`config.mk`:
```
export PLATFORM = sky130hd
export DESIGN_NAME = mvm_top
export DESIGN_NICKNAME = d
export VERILOG_FILES = /design/src/mvm_pkg.sv /design/src/wb_mvm_port.sv /design/src/lane_feeder.sv /design/src/mac_lane.sv /design/src/result_collector.sv /design/src/mvm_top.sv
export VERILOG_INCLUDE_DIRS = /design/src /design/src/src
export SDC_FILE = /design/constraint.sdc
export NUM_CORES = 2
export LEC_CHECK = 0
export ABC_CLOCK_PERIOD_IN_PS = 8600
export BUFFER_PORTS_ARGS = -buffer_cell sky130_fd_sc_hd__buf_4
export CORE_UTILIZATION = 30
export DETAILED_ROUTE_END_ITERATION = 8
export PLACE_DENSITY_LB_ADDON = 0.08
export SLEW_MARGIN = 40
export SYNTH_ARGS = -nofsm -noshare
export SYNTH_HDL_FRONTEND = slang
export SYNTH_SLANG_ARGS = --single-unit
```
`constraint.sdc`:
```
create_clock -name clk -period 8.6 [get_ports clk]
set_input_delay 1.72 -clock clk [delete_from_list [all_inputs] [get_ports clk]]
set_output_delay 1.72 -clock clk [all_outputs]
set_load 0.01 [all_outputs]
```
`src/mvm_params.svh`:
```
`ifndef MVM_PARAMS_SVH
`define MVM_PARAMS_SVH

// matrix rows, also the length of the input vector
`define ROWS 4

// matrix columns, one mac lane per column
`define COLS 4

// signed weight and vector element width
`define DATA_W 8

// signed accumulator width, holds ROWS products of two DATA_W values
`define ACC_W 24

// wishbone word address width
`define WB_ADR_W 8

`endif

```
`src/mvm_pkg.sv`:
```
`include "mvm_params.svh"

package mvm_pkg;

  // index widths, never below one bit
  localparam int ROW_W  = (`ROWS > 1) ? $clog2(`ROWS) : 1;
  localparam int COL_W  = (`COLS > 1) ? $clog2(`COLS) : 1;
  localparam int WIDX_W = (`ROWS * `COLS > 1) ? $clog2(`ROWS * `COLS) : 1;

  // signed matrix or vector element
  typedef logic signed [`DATA_W-1:0] data_t;

  // signed lane sum
  typedef logic signed [`ACC_W-1:0] acc_t;

  typedef logic [ROW_W-1:0] row_t;

  typedef logic [COL_W-1:0] col_t;

  // flat weight store index, row-major with column fastest
  typedef logic [WIDX_W-1:0] widx_t;

endpackage

```
`src/wb_mvm_port.sv`:
```
`include "mvm_params.svh"

module wb_mvm_port (
  input  logic                  clk,
  input  logic                  rst_n,
  input  logic                  cyc,
  input  logic                  stb,
  input  logic                  we,
  input  logic [`WB_ADR_W-1:0]  adr,
  input  logic [31:0]           dat_w,
  output logic                  ack,
  output logic [31:0]           dat_r,
  input  logic                  busy,
  input  logic                  done,
  input  mvm_pkg::acc_t         result [`COLS],
  output logic                  start,
  input  mvm_pkg::widx_t        store_addr,
  input  logic                  store_en,
  output mvm_pkg::data_t        store_dout,
  output mvm_pkg::data_t        x_vec [`ROWS]
);

  localparam logic [1:0] REGION_WEIGHT = 2'd0;
  localparam logic [1:0] REGION_VECTOR = 2'd1;
  localparam logic [1:0] REGION_RESULT = 2'd2;
  localparam logic [1:0] REGION_CTRL   = 2'd3;

  logic [1:0]     region;
  logic           access;
  logic           wr_ok;
  logic           w_hit;
  logic           word0;
  mvm_pkg::widx_t w_idx;
  mvm_pkg::row_t  v_idx;
  mvm_pkg::col_t  r_idx;
  logic [31:0]    rd_word;

  // flat weight store, host writes and feeder reads
  mvm_pkg::data_t store [`ROWS*`COLS];

  assign region = adr[7:6];
  assign word0  = (adr[5:0] == 6'd0);
  assign w_hit  = (adr[5:0] < 6'(`ROWS * `COLS));
  assign w_idx  = adr[mvm_pkg::WIDX_W-1:0];
  assign v_idx  = adr[mvm_pkg::ROW_W-1:0];
  assign r_idx  = adr[mvm_pkg::COL_W-1:0];

  // ack one cycle after the strobe, then one idle cycle before the next
  assign access = cyc && stb && !ack;

  // weight and vector writes are dropped while a run is active
  assign wr_ok = access && we && !busy;

  always_ff @(posedge clk) begin
    if (!rst_n) begin
      ack   <= 1'b0;
      start <= 1'b0;
    end else begin
      ack   <= access;
      start <= access && we && (region == REGION_CTRL) && word0 && !busy;
    end
  end

  always_ff @(posedge clk) begin
    if (wr_ok && (region == REGION_WEIGHT) && w_hit) begin
      store[w_idx] <= dat_w[`DATA_W-1:0];
    end
  end

  // one cycle of read latency toward the feeder
  always_ff @(posedge clk) begin
    if (store_en) begin
      store_dout <= store[store_addr];
    end
  end

  always_ff @(posedge clk) begin
    if (wr_ok && (region == REGION_VECTOR)) begin
      x_vec[v_idx] <= dat_w[`DATA_W-1:0];
    end
  end

  // read mux, values sign-extended to the bus word
  always_comb begin
    rd_word = 32'd0;
    case (region)
      REGION_VECTOR: begin
        rd_word = {{(32-`DATA_W){x_vec[v_idx][`DATA_W-1]}}, x_vec[v_idx]};
      end
      REGION_RESULT: begin
        rd_word = {{(32-`ACC_W){result[r_idx][`ACC_W-1]}}, result[r_idx]};
      end
      REGION_CTRL: begin
        if (word0) begin
          rd_word = {30'd0, done, busy};
        end
      end
      default: begin
        // weights are write-only
        rd_word = 32'd0;
      end
    endcase
  end

  always_ff @(posedge clk) begin
    if (access && !we) begin
      dat_r <= rd_word;
    end
  end

endmodule

```
`src/lane_feeder.sv`:
```
`include "mvm_params.svh"

module lane_feeder (
  input  logic               clk,
  input  logic               rst_n,
  input  logic               start,
  input  mvm_pkg::data_t     store_dout,
  input  mvm_pkg::data_t     x_vec [`ROWS],
  output logic               busy,
  output mvm_pkg::widx_t     store_addr,
  output logic               store_en,
  output logic [`COLS-1:0]   bank_we,
  output mvm_pkg::row_t      bank_addr,
  output mvm_pkg::data_t     bank_din,
  output logic               mac_clr,
  output logic               mac_en,
  output mvm_pkg::row_t      mac_row,
  output mvm_pkg::data_t     x_bcast,
  output logic               last
);

  localparam mvm_pkg::widx_t IDX_LAST = mvm_pkg::widx_t'(`ROWS * `COLS - 1);
  localparam mvm_pkg::row_t  ROW_LAST = mvm_pkg::row_t'(`ROWS - 1);
  localparam mvm_pkg::col_t  COL_LAST = mvm_pkg::col_t'(`COLS - 1);

  typedef enum logic [1:0] {
    ST_IDLE,
    ST_LOAD,
    ST_COMP,
    ST_DRAIN
  } state_t;

  state_t         state;
  mvm_pkg::widx_t rd_addr;
  logic           rd_en;
  logic           rd_valid_q;
  mvm_pkg::row_t  wr_row;
  mvm_pkg::col_t  wr_col;
  mvm_pkg::row_t  row_q;
  logic           load_end;

  // final element lands in its bank this cycle
  assign load_end = rd_valid_q && (wr_row == ROW_LAST) && (wr_col == COL_LAST);

  always_ff @(posedge clk) begin
    if (!rst_n) begin
      state      <= ST_IDLE;
      rd_addr    <= '0;
      rd_en      <= 1'b0;
      rd_valid_q <= 1'b0;
      wr_row     <= '0;
      wr_col     <= '0;
      row_q      <= '0;
    end else begin
      // write side trails the read address by the store latency
      rd_valid_q <= rd_en;
      case (state)
        ST_IDLE: begin
          if (start) begin
            state   <= ST_LOAD;
            rd_en   <= 1'b1;
            rd_addr <= '0;
            wr_row  <= '0;
            wr_col  <= '0;
          end
        end
        ST_LOAD: begin
          if (rd_en) begin
            if (rd_addr == IDX_LAST) begin
              rd_en <= 1'b0;
            end else begin
              rd_addr <= rd_addr + 1'b1;
            end
          end
          // column is the fastest index
          if (rd_valid_q && !load_end) begin
            if (wr_col == COL_LAST) begin
              wr_col <= '0;
              wr_row <= wr_row + 1'b1;
            end else begin
              wr_col <= wr_col + 1'b1;
            end
          end
          if (load_end) begin
            state <= ST_COMP;
            row_q <= '0;
          end
        end
        ST_COMP: begin
          if (row_q == ROW_LAST) begin
            state <= ST_DRAIN;
          end else begin
            row_q <= row_q + 1'b1;
          end
        end
        default: begin
          // collector takes the sums here
          state <= ST_IDLE;
        end
      endcase
    end
  end

  always_comb begin
    for (int c = 0; c < `COLS; c++) begin
      bank_we[c] = rd_valid_q && (wr_col == mvm_pkg::col_t'(c));
    end
  end

  assign busy       = (state != ST_IDLE);
  assign store_en   = rd_en;
  assign store_addr = rd_addr;
  assign bank_addr  = wr_row;
  assign bank_din   = store_dout;

  assign mac_en  = (state == ST_COMP);
  assign mac_clr = mac_en && (row_q == '0);
  assign mac_row = row_q;
  assign x_bcast = x_vec[row_q];
  assign last    = mac_en && (row_q == ROW_LAST);

endmodule

```
`src/mac_lane.sv`:
```
`include "mvm_params.svh"

module mac_lane (
  input  logic           clk,
  input  logic           rst_n,
  input  logic           bank_we,
  input  mvm_pkg::row_t  bank_addr,
  input  mvm_pkg::data_t bank_din,
  input  logic           mac_clr,
  input  logic           mac_en,
  input  mvm_pkg::row_t  mac_row,
  input  mvm_pkg::data_t x_bcast,
  output mvm_pkg::acc_t  acc
);

  // weights of this column, one entry per row
  mvm_pkg::data_t bank [`ROWS];

  mvm_pkg::data_t              w_sel;
  logic signed [2*`DATA_W-1:0] prod;

  always_ff @(posedge clk) begin
    if (bank_we) begin
      bank[bank_addr] <= bank_din;
    end
  end

  // bank is read without a register
  assign w_sel = bank[mac_row];
  assign prod  = w_sel * x_bcast;

  always_ff @(posedge clk) begin
    if (!rst_n) begin
      acc <= '0;
    end else if (mac_en) begin
      // first row loads instead of adding
      if (mac_clr) begin
        acc <= mvm_pkg::acc_t'(prod);
      end else begin
        acc <= acc + mvm_pkg::acc_t'(prod);
      end
    end
  end

endmodule

```
`src/result_collector.sv`:
```
`include "mvm_params.svh"

module result_collector (
  input  logic          clk,
  input  logic          rst_n,
  input  logic          start,
  input  logic          last,
  input  mvm_pkg::acc_t lane_acc [`COLS],
  output mvm_pkg::acc_t result [`COLS],
  output logic          done
);

  // lane sums settle one cycle after the last product
  logic last_q;

  always_ff @(posedge clk) begin
    if (!rst_n) begin
      last_q <= 1'b0;
    end else begin
      last_q <= last;
    end
  end

  always_ff @(posedge clk) begin
    if (!rst_n) begin
      for (int c = 0; c < `COLS; c++) begin
        result[c] <= '0;
      end
    end else if (last_q) begin
      for (int c = 0; c < `COLS; c++) begin
        result[c] <= lane_acc[c];
      end
    end
  end

  // set with the latch, cleared by the next start
  always_ff @(posedge clk) begin
    if (!rst_n) begin
      done <= 1'b0;
    end else if (start) begin
      done <= 1'b0;
    end else if (last_q) begin
      done <= 1'b1;
    end
  end

endmodule

```
`src/mvm_top.sv`:
```
`include "mvm_params.svh"

module mvm_top (
  input  logic                 clk,
  input  logic                 rst_n,
  input  logic                 cyc,
  input  logic                 stb,
  input  logic                 we,
  input  logic [`WB_ADR_W-1:0] adr,
  input  logic [31:0]          dat_w,
  output logic [31:0]          dat_r,
  output logic                 ack
);

  logic               start;
  logic               busy;
  logic               done;
  mvm_pkg::widx_t     store_addr;
  logic               store_en;
  mvm_pkg::data_t     store_dout;
  mvm_pkg::data_t     x_vec [`ROWS];
  logic [`COLS-1:0]   bank_we;
  mvm_pkg::row_t      bank_addr;
  mvm_pkg::data_t     bank_din;
  logic               mac_clr;
  logic               mac_en;
  mvm_pkg::row_t      mac_row;
  mvm_pkg::data_t     x_bcast;
  logic               last;
  mvm_pkg::acc_t      lane_acc [`COLS];
  mvm_pkg::acc_t      result [`COLS];

  wb_mvm_port u_port (
    .clk        (clk),
    .rst_n      (rst_n),
    .cyc        (cyc),
    .stb        (stb),
    .we         (we),
    .adr        (adr),
    .dat_w      (dat_w),
    .ack        (ack),
    .dat_r      (dat_r),
    .busy       (busy),
    .done       (done),
    .result     (result),
    .start      (start),
    .store_addr (store_addr),
    .store_en   (store_en),
    .store_dout (store_dout),
    .x_vec      (x_vec)
  );

  lane_feeder u_feeder (
    .clk        (clk),
    .rst_n      (rst_n),
    .start      (start),
    .store_dout (store_dout),
    .x_vec      (x_vec),
    .busy       (busy),
    .store_addr (store_addr),
    .store_en   (store_en),
    .bank_we    (bank_we),
    .bank_addr  (bank_addr),
    .bank_din   (bank_din),
    .mac_clr    (mac_clr),
    .mac_en     (mac_en),
    .mac_row    (mac_row),
    .x_bcast    (x_bcast),
    .last       (last)
  );

  // one lane per matrix column
  for (genvar c = 0; c < `COLS; c++) begin : g_lane
    mac_lane u_lane (
      .clk       (clk),
      .rst_n     (rst_n),
      .bank_we   (bank_we[c]),
      .bank_addr (bank_addr),
      .bank_din  (bank_din),
      .mac_clr   (mac_clr),
      .mac_en    (mac_en),
      .mac_row   (mac_row),
      .x_bcast   (x_bcast),
      .acc       (lane_acc[c])
    );
  end

  result_collector u_collector (
    .clk      (clk),
    .rst_n    (rst_n),
    .start    (start),
    .last     (last),
    .lane_acc (lane_acc),
    .result   (result),
    .done     (done)
  );

endmodule

```
==> results_dict.tcl <==
set metrics [dict create \
    slowest_delay_ns 0.52 \
    ys_warn_count 0 \
    htree_levels 2 \
    clkSlewWorstSetupHoldPaths_ns 0.06 \
    clk-insertion-delay-late_ns 0.67 \
    drcViolationCount 0 \
    r2r_start "u_feeder.mac_row[0]" \
    cts_tree "yes" \
    rr_worst_depth 32 \
    viasPerCell 4.863 \
    pin_count 78 \
    synth_top_area_share_pct 27.17 \
    final_net_count 3898 \
    tightest_slew_ns 0.8736 \
    post-route-period-util_pct 94.11 \
    p_switching_mw 1.528 \
    synth.cell_area_mm2 0.03536 \
    instances_no_fill 4978 \
    grt_usage_pct 16.79 \
    total_power_mw 6.158 \
    num_rows 125 \
    cp_slowest_cell "fa_1" \
    dp_cells 4858 \
    synth_ff_type "edfxtp_1" \
    overflow 0 \
    use_met3_pct 2.426 \
    seqPwrFrac_pct 44.2 \
    cts_buffers 61 \
    grt_pass1_vias 25320 \
    fp.dieArea_mm2 0.1192 \
    timing.rr.end "g_lane[0].u_lane.acc[23]" \
    drive_above_1_share_pct 12.67 \
    die_y_um 345.3 \
    design.core.area_mm2 0.1165 \
    start_kind "flip-flop" \
    drv_slew 0 \
    ys_seq_area_share_pct 39.18 \
    finalCriticalPeriod_ns 8.094 \
    dr_total_vias 24210 \
    reg2reg_setup_slack_ns 0.51 \
    cp.arrival_ns 8.65 \
    cp-end-kind "flip-flop" \
    max_cap_violations 0 \
    dr.pass1.iters 5 \
    dieWidth_um 345.3 \
    cp-endpoint "g_lane[0].u_lane.acc[23]" \
    intPower_mw 4.630 \
    p_leak_nw 16.22 \
    yosysMostFrequentCell "nor2_1" \
    fmax_mhz 123.6 \
    holdCritPathClass "reg2reg" \
    ant_nets 0 \
    post_drt_wl_per_cell_um 20.04 \
    slew_headroom_pct 41.37 \
    startpoint "u_feeder.mac_row[0]" \
    portBuffers 53 \
    power_frac_comb_pct 10.8 \
    syn-num-nets 3812 \
    hold_slack_ns 0.4898 \
    synth_area_per_cell_um2 10.67 \
    met1_usage_pct 22.96 \
    final.setup.tns_ns 0 \
    use_met2_pct 27.61 \
    synth_area_leader_cell "edfxtp_1" \
    globalplace.congestion 0.8079 \
    required_ns 9.15 \
    initial_core_util_pct 30.35 \
    rsz0062_at_grt "no" \
    synth_commonest_cells "nor2_1, inv_1, edfxtp_1" \
    fin_skew_ns 0.04449 \
    min-delay-start "u_collector.result[1]" \
    pwr-share-clk_pct 45.0 \
    hold_viol 0 \
    swShare_pct 24.81 \
    place_hpwl_mm 74.38 \
    synth_edf_count 320 \
    cts_sinks 532 \
    cts_root_buf "clkbuf_16" \
    yosysUniqueCellTypes 77 \
    busiest_layer "met2" \
    final-setup-viol-count 0 \
    synth_seq_cells 532 \
    p_per_area_mw_per_mm2 152.7 \
    critPathMaxFanout 29 \
    peakVddDrop_mv 0.1626 \
    antenna_found_initial 7 \
    drt_iter0_markers 1167 \
    syn_to_final_growth_pct 14.03 \
    grt_pass1_wl_mm 154.2 \
    hold_depth 2 \
    postSynthCellCount 3313 \
    worstSetupPathType "reg2reg" \
    drt_wl_total_mm 99.74 \
    ys_async_sr_fraction_pct 0 \
    ys_top_cells_by_area "edfxtp_1, fa_1, dfxtp_1" \
    crit_top_cell "buf_4" \
    outcome "finished, final reports clean" \
    grt_max_degree 132 \
    clk_path_buf_depth 3 \
]
[cell families after synthesis]
group | count (synthesis) | share of synthesized area, %
mux | 262 | 10.46
fa+ha+maj | 454 | 20.82
buf+inv | 517 | 5.622
flops | 532 | 39.18
compound gates | 549 | 9.911
xor+xnor | 133 | 3.315
simple gates | 866 | 10.70
[power by group through the flow]
stage | sequential [mW] | clock, mW | combinational, mW
finish | 2.72 | 2.77 | 0.665
global route | 2.72 | 2.96 | 0.740
CTS | 2.72 | 2.87 | 0.675
detailed placement | 2.78 | 0 | 0.670
global placement | 2.78 | 0 | 0.663
floorplan | 2.77 | 0 | 0.435
[routing by layer]
layer | vias up | share of wire (%)
li1 | 11690 | -
met4 | 0 | 2.5
met2 | 387 | 47
met1 | 12020 | 47
met3 | 114 | 4.2
met5 | - | 0
[layout make-up]
type / count / area, µm²
fillers: 11580 / 76200
multi-input cells: 2264 / 19620
flip-flops and latches: 532 / 13860
well taps: 1524 / 1907
clock buffers: 80 / 1783
inverters: 373 / 1403
repair buffers: 167 / 1361
clock inverters: 34 / 371.6
diodes: 4 / 10.01
[state kept, by name, indices dropped and copies added (netlist names), 2 cells and up, named ones only]
signal and flops:
g_lane.u_lane.acc 96, g_lane.u_lane.bank 128, u_collector.result 96, u_feeder.bank_addr 2
u_feeder.mac_row 2, u_feeder.state 2, u_feeder.store_addr 4, u_feeder.wr_col 2
u_port.dat_r 24, u_port.store 128, u_port.store_dout 8, u_port.x_vec 32
[worst max-delay path: cells and delay by family (launching register included)]
family | cells | cell delay (ns)
fa+ha+maj | 6 | 2.74
compound gates | 10 | 1.94
buf+inv | 8 | 1.40
simple gates | 6 | 0.81
flops | 1 | 0.51
mux | 1 | 0.34
xor+xnor | 1 | 0.18
[worst min-delay path by stage]
stage	to	slack, ns
after floorplan	u_collector.done	0.42
after global placement	u_collector.done	0.46
after detailed placement	g_lane[0].u_lane.acc[16]	0.48
after CTS	u_collector.result[6]	0.50
after global routing	u_collector.result[11]	0.51
final	u_collector.result[1]	0.49
[metrics by stage]
stage	worst slack [ns]	util, %	cell area (µm²)
after floorplan	0.7698	-	35360
after global placement	0.3013	32.68	38080
after detailed placement	0.2145	32.70	38100
after CTS	0.2116	34.55	40260
after global routing	0.06107	34.60	40310
final	0.5061	34.61	40320
[cells in the final DEF, fill, tap and decap left out, types with 8 or more instances in the layout]
| cell | n |
|---|---|
| xnor2_1 | 92 |
| clkinv_2 | 14 |
| dfxtp_1 | 207 |
| clkbuf_16 | 65 |
| edfxtp_1 | 320 |
| clkbuf_8 | 10 |
| and2_1 | 20 |
| fa_1 | 224 |
| o21ai_0 | 117 |
| or3_1 | 17 |
| ha_1 | 228 |
| a31oi_1 | 26 |
| xor2_1 | 40 |
| clkinv_1 | 10 |
| o22ai_1 | 9 |
| nand2_1 | 213 |
| o21bai_1 | 22 |
| mux2i_1 | 150 |
| a311oi_1 | 10 |
| buf_4 | 157 |
| mux4_2 | 83 |
| o211ai_1 | 11 |
| nand4_1 | 8 |
| inv_1 | 369 |
| mux2_2 | 29 |
| or2_2 | 12 |
| o21a_1 | 32 |
| a21o_1 | 41 |
| buf_12 | 8 |
| nor2b_1 | 31 |
| nor3_1 | 34 |
| o21ai_1 | 19 |
| nor2_2 | 14 |
| a211oi_1 | 31 |
| a21oi_1 | 144 |
| nand2b_1 | 16 |
| nand3_1 | 29 |
| and3_1 | 31 |
| nor2_1 | 412 |
[repair_timing]
action / CTS / global route
setup endpoints to repair: 0 / 10
hold buffers: 0 / 0
setup buffers: 0 / 2
gates resized for setup: 0 / 4
Note: power is estimated with default switching activity, not from simulation.
